===== src/design/sdramPkg.sv =====
package sdramPkg;

	// Memory geometry, one rank of 4 banks x 4096 rows x 256 columns
	localparam int BankBits = 2;
	localparam int RowBits = 12;
	localparam int ColBits = 8;
	localparam int DataBits = 16;
	localparam int MaskBits = DataBits / 8;

	// Host word address is {bank, row, col}
	localparam int AddrBits = BankBits + RowBits + ColBits;

	// Timing in sys_clk cycles
	localparam int InitWaitCycles = 2000; // 200 us at 10 MHz
	localparam int InitRefreshes = 8;
	localparam int RefreshInterval = 150;
	localparam int CasLatency = 3;
	localparam int WriteRecoverCycles = 2;
	localparam int ReadRecoverCycles = CasLatency + 1; // Holds the FSM until read completes

	// Mode register, CAS latency 3 and burst length 1
	localparam logic [RowBits-1:0] ModeWord = 12'h030;
	localparam int AutoPrechargeBit = 10; // A10

	// Counter widths
	localparam int WaitCntBits = $clog2(InitWaitCycles);
	localparam int InitRefBits = $clog2(InitRefreshes + 1);
	localparam int RefCntBits = $clog2(RefreshInterval + 16);

	typedef logic [DataBits-1:0] dataWord_t;
	typedef logic [AddrBits-1:0] hostAddr_t;

	// Encoded as {csN, rasN, casN, weN}
	typedef enum logic [3:0] {
		CmdNop       = 4'b1111,
		CmdActive    = 4'b0011,
		CmdRead      = 4'b0101,
		CmdWrite     = 4'b0100,
		CmdPrecharge = 4'b0010,
		CmdRefresh   = 4'b0001,
		CmdModeSet   = 4'b0000
	} sdramCmd_e;

	typedef enum logic [4:0] {
		StInitWait,
		StPrechargeAll,
		StInitRefresh,
		StInitGap,
		StModeSet,
		StIdle,
		StActivate,
		StRcdGap,
		StReadCmd,
		StWriteCmd,
		StRecover,
		StRefresh,
		StRefreshGap
	} seqState_e;

endpackage


===== src/design/sdramReqDecode.sv =====
module sdramReqDecode (
	input  logic                                 sys_clk,
	input  logic                                 rstn,
	input  sdramPkg::hostAddr_t                  address,
	input  logic [sdramPkg::MaskBits-1:0]        byteEnable,
	input  logic                                 writeReq,
	input  logic                                 readReq,
	input  sdramPkg::dataWord_t                  writeData,
	input  logic                                 accept,
	output logic                                 reqValid,
	output logic                                 reqIsWrite,
	output logic [sdramPkg::BankBits-1:0]        bank,
	output logic [sdramPkg::RowBits-1:0]         row,
	output logic [sdramPkg::ColBits-1:0]         col,
	output sdramPkg::dataWord_t                  wrData,
	output logic [sdramPkg::MaskBits-1:0]        dqMask,
	output logic                                 isWrite
);

	// Exactly one strobe makes a legal request
	assign reqValid = writeReq ^ readReq;
	assign reqIsWrite = writeReq;

	// Direction of the request in flight
	always_ff @(posedge sys_clk or negedge rstn) begin
		if (!rstn) begin
			isWrite <= 1'b0;
		end else if (accept) begin
			isWrite <= writeReq;
		end
	end

	// Address split and write payload, held until the next accept
	always_ff @(posedge sys_clk) begin
		if (accept) begin
			bank <= address[sdramPkg::AddrBits-1 -: sdramPkg::BankBits];
			row <= address[sdramPkg::ColBits +: sdramPkg::RowBits];
			col <= address[sdramPkg::ColBits-1:0];
			wrData <= writeData;
			dqMask <= ~byteEnable; // DQM high masks the byte
		end
	end

endmodule


===== src/design/sdramCmdSequencer.sv =====
module sdramCmdSequencer (
	input  logic                                 sys_clk,
	input  logic                                 rstn,
	input  logic                                 reqValid,
	input  logic                                 reqIsWrite,
	input  logic [sdramPkg::BankBits-1:0]        bank,
	input  logic [sdramPkg::RowBits-1:0]         row,
	input  logic [sdramPkg::ColBits-1:0]         col,
	input  sdramPkg::dataWord_t                  wrData,
	input  logic [sdramPkg::MaskBits-1:0]        dqMask,
	input  logic                                 isWrite,
	output logic                                 accept,
	output logic                                 readIssued,
	output logic                                 writeDone,
	output logic                                 csN,
	output logic                                 rasN,
	output logic                                 casN,
	output logic                                 weN,
	output logic [sdramPkg::BankBits-1:0]        ba,
	output logic [sdramPkg::RowBits-1:0]         sdAddr,
	output logic [sdramPkg::MaskBits-1:0]        dqm,
	output sdramPkg::dataWord_t                  dqOut,
	output logic                                 dqOe
);

	sdramPkg::seqState_e state;
	sdramPkg::seqState_e nextState;
	sdramPkg::sdramCmd_e cmdNext;

	logic [sdramPkg::WaitCntBits-1:0] waitCnt; // Cycles spent in the current state
	logic [sdramPkg::WaitCntBits-1:0] initGapLast;
	logic [sdramPkg::WaitCntBits-1:0] recoverLast;
	logic [sdramPkg::InitRefBits-1:0] initRefCnt;
	logic [sdramPkg::RefCntBits-1:0] refreshCnt;
	logic [sdramPkg::BankBits-1:0] baNext;
	logic [sdramPkg::RowBits-1:0] addrNext;
	logic refreshDue;
	logic holdOff;

	// Two cycles early so the refresh lands within the interval
	assign refreshDue = refreshCnt >= sdramPkg::RefCntBits'(sdramPkg::RefreshInterval - 2);

	// One gap after precharge-all, two after each init refresh
	assign initGapLast = (initRefCnt == '0) ? '0 : sdramPkg::WaitCntBits'(1);

	// No new request in the completion cycle, the host still holds the old one
	assign accept = (state == sdramPkg::StIdle) && !refreshDue && reqValid && !holdOff;

	assign writeDone = (state == sdramPkg::StRecover) && isWrite && (waitCnt == recoverLast);

	always_comb begin
		nextState = state;
		case (state)
			sdramPkg::StInitWait:
				if (waitCnt == sdramPkg::WaitCntBits'(sdramPkg::InitWaitCycles - 1))
					nextState = sdramPkg::StPrechargeAll;
			sdramPkg::StPrechargeAll: nextState = sdramPkg::StInitGap;
			sdramPkg::StInitRefresh: nextState = sdramPkg::StInitGap;
			sdramPkg::StInitGap: begin
				if (waitCnt == initGapLast) begin
					if (initRefCnt == sdramPkg::InitRefBits'(sdramPkg::InitRefreshes))
						nextState = sdramPkg::StModeSet;
					else
						nextState = sdramPkg::StInitRefresh;
				end
			end
			sdramPkg::StModeSet: nextState = sdramPkg::StIdle;
			sdramPkg::StIdle: begin
				if (refreshDue)
					nextState = sdramPkg::StRefresh; // Refresh wins over the host
				else if (accept)
					nextState = sdramPkg::StActivate;
			end
			sdramPkg::StActivate: nextState = sdramPkg::StRcdGap;
			sdramPkg::StRcdGap:
				nextState = isWrite ? sdramPkg::StWriteCmd : sdramPkg::StReadCmd;
			sdramPkg::StReadCmd: nextState = sdramPkg::StRecover;
			sdramPkg::StWriteCmd: nextState = sdramPkg::StRecover;
			sdramPkg::StRecover:
				if (waitCnt == recoverLast)
					nextState = sdramPkg::StIdle;
			sdramPkg::StRefresh: nextState = sdramPkg::StRefreshGap;
			sdramPkg::StRefreshGap:
				if (waitCnt == sdramPkg::WaitCntBits'(1))
					nextState = sdramPkg::StIdle;
			default: nextState = sdramPkg::StIdle;
		endcase
	end

	always_ff @(posedge sys_clk or negedge rstn) begin
		if (!rstn) begin
			state <= sdramPkg::StInitWait;
			waitCnt <= '0;
			initRefCnt <= '0;
			refreshCnt <= '0;
			recoverLast <= '0;
			holdOff <= 1'b0;
		end else begin
			state <= nextState;
			if (nextState != state)
				waitCnt <= '0;
			else
				waitCnt <= waitCnt + 1'b1;
			if (state == sdramPkg::StInitRefresh)
				initRefCnt <= initRefCnt + 1'b1;
			if (state == sdramPkg::StRefresh || state == sdramPkg::StInitRefresh)
				refreshCnt <= '0;
			else
				refreshCnt <= refreshCnt + 1'b1;
			// Recovery length follows the request direction
			if (accept)
				recoverLast <= reqIsWrite ?
					sdramPkg::WaitCntBits'(sdramPkg::WriteRecoverCycles - 1) :
					sdramPkg::WaitCntBits'(sdramPkg::ReadRecoverCycles - 1);
			holdOff <= (state == sdramPkg::StRecover) && (nextState == sdramPkg::StIdle);
		end
	end

	// Opcode and address mux per state
	always_comb begin
		cmdNext = sdramPkg::CmdNop;
		baNext = '0;
		addrNext = '0;
		case (state)
			sdramPkg::StPrechargeAll: begin
				cmdNext = sdramPkg::CmdPrecharge;
				addrNext[sdramPkg::AutoPrechargeBit] = 1'b1; // All banks
			end
			sdramPkg::StInitRefresh, sdramPkg::StRefresh: cmdNext = sdramPkg::CmdRefresh;
			sdramPkg::StModeSet: begin
				cmdNext = sdramPkg::CmdModeSet;
				addrNext = sdramPkg::ModeWord;
			end
			sdramPkg::StActivate: begin
				cmdNext = sdramPkg::CmdActive;
				baNext = bank;
				addrNext = row;
			end
			sdramPkg::StReadCmd, sdramPkg::StWriteCmd: begin
				cmdNext = (state == sdramPkg::StWriteCmd) ? sdramPkg::CmdWrite : sdramPkg::CmdRead;
				baNext = bank;
				addrNext[sdramPkg::ColBits-1:0] = col;
				addrNext[sdramPkg::AutoPrechargeBit] = 1'b1; // Auto-precharge
			end
			default: cmdNext = sdramPkg::CmdNop;
		endcase
	end

	// Command pins, one cycle behind the state
	always_ff @(posedge sys_clk or negedge rstn) begin
		if (!rstn) begin
			{csN, rasN, casN, weN} <= sdramPkg::CmdNop;
			ba <= '0;
			sdAddr <= '0;
			dqm <= '0;
			dqOe <= 1'b0;
			readIssued <= 1'b0;
		end else begin
			{csN, rasN, casN, weN} <= cmdNext;
			ba <= baNext;
			sdAddr <= addrNext;
			dqm <= (state == sdramPkg::StWriteCmd) ? dqMask : '0;
			dqOe <= (state == sdramPkg::StWriteCmd);
			readIssued <= (state == sdramPkg::StReadCmd); // Read now on the pins
		end
	end

	always_ff @(posedge sys_clk) begin
		dqOut <= wrData;
	end

endmodule


===== src/design/sdramReadCapture.sv =====
module sdramReadCapture (
	input  logic                sys_clk,
	input  logic                rstn,
	input  logic                readIssued,
	input  logic                writeDone,
	input  sdramPkg::dataWord_t dqIn,
	output sdramPkg::dataWord_t readData,
	output logic                waitRequest
);

	// Stage n is high n+1 cycles after the read command reached the pins
	logic [sdramPkg::CasLatency:0] readPipe;
	logic writeAck;

	always_ff @(posedge sys_clk or negedge rstn) begin
		if (!rstn) begin
			readPipe <= '0;
			writeAck <= 1'b0;
		end else begin
			readPipe <= {readPipe[sdramPkg::CasLatency-1:0], readIssued};
			writeAck <= writeDone;
		end
	end

	// DQ valid at the edge where the read enters the last stage
	always_ff @(posedge sys_clk) begin
		if (readPipe[sdramPkg::CasLatency-1])
			readData <= dqIn;
	end

	// Single low cycle per completed transfer
	assign waitRequest = ~(writeAck | readPipe[sdramPkg::CasLatency]);

endmodule


===== src/design/sdramCtrlTop.sv =====
module sdramCtrlTop (
	input  logic                                 sys_clk,
	input  logic                                 rstn,
	// Host port
	input  sdramPkg::hostAddr_t                  address,
	input  logic [sdramPkg::MaskBits-1:0]        byteEnable,
	input  logic                                 writeReq,
	input  logic                                 readReq,
	input  sdramPkg::dataWord_t                  writeData,
	output sdramPkg::dataWord_t                  readData,
	output logic                                 waitRequest,
	// SDRAM pins
	output logic                                 csN,
	output logic                                 rasN,
	output logic                                 casN,
	output logic                                 weN,
	output logic [sdramPkg::BankBits-1:0]        ba,
	output logic [sdramPkg::RowBits-1:0]         sdAddr,
	output logic [sdramPkg::MaskBits-1:0]        dqm,
	output sdramPkg::dataWord_t                  dqOut,
	output logic                                 dqOe,
	input  sdramPkg::dataWord_t                  dqIn
);

	logic reqValid;
	logic reqIsWrite;
	logic accept;
	logic isWrite;
	logic readIssued;
	logic writeDone;
	logic [sdramPkg::BankBits-1:0] bank;
	logic [sdramPkg::RowBits-1:0] row;
	logic [sdramPkg::ColBits-1:0] col;
	logic [sdramPkg::MaskBits-1:0] dqMask;
	sdramPkg::dataWord_t wrData;

	sdramReqDecode u_reqDecode (
		.sys_clk   (sys_clk),
		.rstn      (rstn),
		.address   (address),
		.byteEnable(byteEnable),
		.writeReq  (writeReq),
		.readReq   (readReq),
		.writeData (writeData),
		.accept    (accept),
		.reqValid  (reqValid),
		.reqIsWrite(reqIsWrite),
		.bank      (bank),
		.row       (row),
		.col       (col),
		.wrData    (wrData),
		.dqMask    (dqMask),
		.isWrite   (isWrite)
	);

	sdramCmdSequencer u_cmdSequencer (
		.sys_clk   (sys_clk),
		.rstn      (rstn),
		.reqValid  (reqValid),
		.reqIsWrite(reqIsWrite),
		.bank      (bank),
		.row       (row),
		.col       (col),
		.wrData    (wrData),
		.dqMask    (dqMask),
		.isWrite   (isWrite),
		.accept    (accept),
		.readIssued(readIssued),
		.writeDone (writeDone),
		.csN       (csN),
		.rasN      (rasN),
		.casN      (casN),
		.weN       (weN),
		.ba        (ba),
		.sdAddr    (sdAddr),
		.dqm       (dqm),
		.dqOut     (dqOut),
		.dqOe      (dqOe)
	);

	sdramReadCapture u_readCapture (
		.sys_clk    (sys_clk),
		.rstn       (rstn),
		.readIssued (readIssued),
		.writeDone  (writeDone),
		.dqIn       (dqIn),
		.readData   (readData),
		.waitRequest(waitRequest)
	);

endmodule


===== config.mk =====
export PLATFORM = sky130hd
export DESIGN_NAME = sdramCtrlTop
export DESIGN_NICKNAME = d
export VERILOG_FILES = /design/src/design/sdramPkg.sv /design/src/design/sdramReqDecode.sv /design/src/design/sdramCmdSequencer.sv /design/src/design/sdramReadCapture.sv /design/src/design/sdramCtrlTop.sv
export SDC_FILE = /design/constraint.sdc
export NUM_CORES = 1
export LEC_CHECK = 0
export BUFFER_PORTS_ARGS = -buffer_cell sky130_fd_sc_hd__buf_2
export CORE_UTILIZATION = 55
export CTS_BUF_LIST = sky130_fd_sc_hd__clkbuf_2
export DETAILED_ROUTE_END_ITERATION = 10
export PLACE_DENSITY = 0.84
export SLEW_MARGIN = 20
export SYNTH_ARGS = -nofsm -noshare
export SYNTH_HDL_FRONTEND = slang
export SYNTH_SLANG_ARGS = --single-unit

===== constraint.sdc =====
create_clock -name sys_clk -period 4.2 [get_ports sys_clk]
set_clock_uncertainty 0.2 [all_clocks]
set_input_delay 0.42 -clock sys_clk [delete_from_list [all_inputs] [get_ports sys_clk]]
set_output_delay 0.42 -clock sys_clk [all_outputs]
set_load 0.01 [all_outputs]

# After elaboration in Yosys (flattened, before gate mapping)
# Index checks and enable logic that the tools add are counted.
# classes
mux,21
n_eq_ne,19
order_cmp,1
bitwise,4
n_reduce_logical,16
n_addsub,3
# ops
op,n
$pmux W5 S10,1
$mux W5,6
$eq A5 B3 Y1 const B,5
$eq A5 B4 Y1 const B,5
$pmux W8 S3,1
$eq A11 B11 Y1,2
$pmux W4 S5,1
$add A11 B1 Y11 const B,1
$eq A11 B1 Y1 const B,1
$eq A11 B11 Y1 const B,1
$mux W11,1
$eq A5 B2 Y1 const B,2
$add A8 B1 Y8 const B,1
$ge A8 B8 Y1 const B,1
$mux W2,4
$mux W8,1
$logic_and A1 B1 Y1,6
$reduce_or A2 Y1,3
$reduce_or A3 Y1,2
$eq A5 B1 Y1 const B,1
$logic_not A5 Y1,1
$ne A5 B5 Y1,1
$add A4 B1 Y4 const B,1
$eq A4 B4 Y1 const B,1
other kinds (10),14
# word_totals
ff_bits,140

# Longest topological paths before layout
# logic_depth
word_depth,10
depth_mapped,9
depth_no_buf,8

# Hierarchy
# A second synthesis with hierarchy kept.
# hier_totals
cells_unflattened,354
hier_area_um2,4922.2
# by_module_without_submodules
module,seq_area_each_um2,instances,area_each_um2,cells_per_inst
sdramCmdSequencer,1651.6,1,3047.9,286
sdramReqDecode,1226.2,1,1265.0,46
sdramReadCapture,605.6,1,609.3,22

# Least setup slack after synthesis
# Ideal clock, no wire load.
# synth_path
path_type,flip-flop to flip-flop
from,reg u_cmdSequencer.state[3]
to,reg u_reqDecode.isWrite
arrival_time_ns,3.341
required_time_ns,3.874
synth_period_minus_slack_ns,3.667
path_stages_with_launch,6
setup_slack_ns,0.533
path_buffers,0
path_cell_list,dfrtp_1 > nand2b_1 > nor4_1 > inv_1 > nor2_1 > mux2_2
# synth_via
elab_chain_cells,4
# synth_lines
item,line,rtl
from (decl),sdramCmdSequencer.sv:26,sdramPkg::seqState_e state;
from (signal assigned),sdramCmdSequencer.sv:92,state <= sdramPkg::StInitWait;
from (signal assigned),sdramCmdSequencer.sv:99,state <= nextState;
$eq A5 B3 Y1,sdramCmdSequencer.sv:47,assign accept = (state == sdramPkg::StIdle) && !refreshDue && reqValid && !holdOff;
$logic_and A1 B1 Y1 (3 in a row),sdramCmdSequencer.sv:47,
net accept,sdramCtrlTop.sv:27,logic accept;
to (signal assigned),sdramReqDecode.sv:29,isWrite <= writeReq;
to (decl),sdramReqDecode.sv:17,output logic isWrite
# The timed path passes the listed nets, and every way through them passes these cells.
# A chain may end at the register's enable or synchronous reset.

# Worst setup path in the final report
# layout_path
from,reg u_cmdSequencer.state[2]
to,reg u_reqDecode.dqMask[0] in the netlist's numbering (enable)
# layout_via
elab_chain_cells,4
# layout_lines
item,line,rtl
$eq A5 B3 Y1,sdramCmdSequencer.sv:47,
$logic_and A1 B1 Y1 (3 in a row),sdramCmdSequencer.sv:47,
net accept,sdramCtrlTop.sv:27,
to (signal assigned),sdramReqDecode.sv:40,dqMask <= ~byteEnable;
to (decl),sdramReqDecode.sv:16,"output logic [sdramPkg::MaskBits-1:0] dqMask,"
# The timed path passes the listed nets, and every way through them passes these cells.

==> results.tsv <==
stage	metric	value	unit
run_status	status	complete, no violations	
worst_setup_path	path_class	register to register	
power	power.density	512.4	nW/µm²
power	irDropWorstVdd	0.2896	mV
cells_and_area	postLayoutCoreUtil	0.7402	
drt	via_count	3392	
yosys	syn_inst	340	
global_routing	grt_max_degree	60	
clock_network	clock_sinks	131	
power	power	3.292	mW
floorplan	dieArea	9267	µm²
cells_and_area	layout_common_cells	buf_2 (113), dlygate4sd3_1 (58), edfxtp_1 (56), dfrtp_1 (55), nor2_1 (24)	
worst_setup_path	cp_max_fo	25	
power	pwr-share-clk	0.258	
sta	final_hold_viol_count	0	
worst_setup_path	end_kind	register	
power	leakage	2.819	nW
worst_setup_path	crit_slowest_cell	dfrtp_1	
run	maxCapViolCount	0	
sta	slew-limit-headroom	0.4849	
sta	final_max_slew_viol_count	0	
sta	fin_ws	1.153	ns
floorplan	die_h	96.27	µm
drt	finalWirelength	11630	µm
global_routing	antenna_found_initial	1	
power	intPower	2.159	mW
cells_and_area	postLayoutCellArea	6424	µm²
global_routing	grt_use_total	0.2778	
sta	setup_viol	0	
cells_and_area	final_layout_size_suffix_gt1_frac	0.3277	
global_routing	grt_pass1_vias	3504	
yosys	synth_seq_cells	131	
clock_network	post_cts_buffers	0	
clock_network	worstSkewPairLatency	0.68	ns
clock_network	cts_resized	0	
cells_and_area	final_common_cell	buf_2	
floorplan	rows	34	
worst_setup_path	critPathRequiredTime	4.37	ns
place	dp.cells	555	
sta	fin_setup_tns	0	ns
drt	wl_per_cell	18.01	µm
floorplan	core	8678	µm²
yosys	yosysWarnings	0	
yosys	synth_area_leader_cell	edfxtp_1	
yosys	synthFlopType	edfxtp_1	
yosys	synth-edff-count	56	
yosys	syn_avg_cell_area	14.37	µm²
worst_setup_path	crit_path_start_kind	register	
drt	drtIter0Drc	291	
clock_network	cts_htree_levels	4	
clock_network	path_clk_slew	0.23	ns
clock_network	root_buffer	clkbuf_2	
floorplan	die_w	96.27	µm
place	dpl.hpwl	6110	µm
place	place_area	5567	µm²
power	p_comb_frac	0.218	
clock_network	cts_buffer_depth	2	
place	place.gp.congestion	0.8920	
yosys	async_reset_ff_frac	0.4504	
clock_network	cts_tree	done	
power	seq_power_share	0.523	
global_routing	gr-total-overflow	0	
worst_setup_path	worstPathArrival	3.22	ns
yosys	syn_area	4887	µm²
power	switching_share	0.3442	
sta	post-route-period-util	0.7255	
sta	tightest_slew	0.7698	ns
drt	viasPerCell	5.251	
cells_and_area	area_growth	31.44	%
drt	drt-pass1-iter-count	4	
yosys	synth.top_cell.area_share	0.3441	
floorplan	start_util	0.5631	
cells_and_area	nets	590	
sta	max_freq	328.2	MHz
yosys	synth_seq_area_share	0.7127	
yosys	ys_types	57	
sta	period_minus_slack	3.047	ns
worst_setup_path	crit_chain	nand2b_1 -> nor4_1 -> inv_1 -> nor2_4 -> buf_4	
yosys	synth_area_leaders	edfxtp_1 (34%), dfrtp_1 (28%), dfxtp_1 (6.6%), xnor2_1 (3.0%), dfstp_2 (2.2%)	
floorplan	pin_count	114	
drt	drc	0	
clock_network	cts_hold_buf	58	
sta	fin_hold_ws	0.1402	ns
power	switchingPower	1.133	mW
sta	rsz0062_at_grt	no	
place	dp_slack	1.245	ns
min_path	hold_class	register to register	
worst_setup_path	slowest_delay	0.71	ns
drt	antenna_left	0	
global_routing	grt_pass1_wl	17870	µm
yosys	synth_fp_nets	406	
cells_and_area	final_cells	646	
clock_network	cts_buffers	17	
place	numPortBuffers	113	
metal layers:
| layer | routed length, µm | share of wire | GRT usage | up-vias |
|---|---|---|---|---|
| met4 | 354 | 0.030 | 0.1455 | 0 |
| met2 | 6173 | 0.53 | 0.4829 | 140 |
| met1 | 4415 | 0.38 | 0.3125 | 1637 |
| li1 | - | - | - | 1591 |
| met5 | 0 | 0 | 0 | - |
| met3 | 691 | 0.059 | 0.07346 | 24 |
Yosys cell counts (7+ instances only):
cell type / number
nand2_1: 13
and2_1: 8
a21oi_1: 8
dfxtp_1: 16
edfxtp_1: 56
and3_1: 9
inv_1: 10
nor3_2: 10
dfrtp_1: 55
xor2_1: 7
nor3_1: 7
xnor2_1: 17
buf_2: 7
nor2_1: 25
worst max-delay path, delay by kind of cell, from the launching register on:
kind / cells / cell delay, ns
buffers and inverters: 2 / 0.58
flip-flops: 1 / 0.71
AND/OR/NAND/NOR: 3 / 1.26
power groups by stage:
stage               Combinational [mW]  Clock (mW)  Sequential [mW]
finish                           0.719       0.850             1.72
CTS                              0.707       0.852             1.71
detailed placement               0.656           0             1.74
global route                     0.795       0.926             1.75
global placement                 0.641           0             1.73
floorplan                        0.493           0             1.70
sequential cells by signal, indices dropped and copies added, names as in the netlist, 2 cells and up:
| register | flops |
|---|---|
| u_cmdSequencer.dqOut | 16 |
| u_readCapture.readData | 16 |
| u_reqDecode.wrData | 16 |
| u_cmdSequencer.sdAddr | 12 |
| u_reqDecode.row | 12 |
| u_cmdSequencer.waitCnt | 11 |
| u_cmdSequencer.refreshCnt | 8 |
| u_reqDecode.col | 8 |
| u_cmdSequencer.state | 5 |
| u_cmdSequencer.initRefCnt | 4 |
| u_readCapture.readPipe | 4 |
| u_cmdSequencer.ba | 2 |
| u_cmdSequencer.dqm | 2 |
| u_cmdSequencer.recoverLast | 2 |
| u_reqDecode.bank | 2 |
| u_reqDecode.dqMask | 2 |
path summary, 6_finish.rpt:
| path | from | slack (ns) | cells past startpoint | endpoint |
|---|---|---|---|---|
| worst max register to register | u_cmdSequencer.state[2] | 1.15 | 5 | u_reqDecode.dqMask[0] |
| max in group asynchronous | rstn | 3.12 | 3 | u_cmdSequencer.sdAddr[10] |
| worst min-delay path | u_reqDecode.wrData[13] | 0.14 | 0 | u_cmdSequencer.dqOut[13] |
| min in group asynchronous | rstn | 0.19 | 3 | u_cmdSequencer.waitCnt[6] |
| worst max-delay path | u_cmdSequencer.state[2] | 1.15 | 5 | u_reqDecode.dqMask[0] |
| worst min register to register | u_reqDecode.wrData[13] | 0.14 | 0 | u_cmdSequencer.dqOut[13] |
logic make-up after synthesis:
kind of cell | after synthesis | share of synthesized area
DFF | 131 | 0.7127
and+or+nand+nor | 115 | 0.1452
AOI/OAI and AO/OA | 39 | 0.05658
xor gates and xnor gates | 24 | 0.04301
buffers and inverters | 22 | 0.02202
adders and majority gates | 6 | 0.01536
muxes | 2 | 0.004352
other | 1 | 0.0007673
final cells by class:
cell class              count  area (µm²)
clock inverters            15       188.9
inverters                  11       41.29
fillers                   577        2255
repair buffers            176        1184
multi-input cells         187        1304
clock buffers              17       85.08
flip-flops and latches    131        3483
diodes                      1       2.502
well taps                 108       135.1
(Power assumes the default switching activity.)
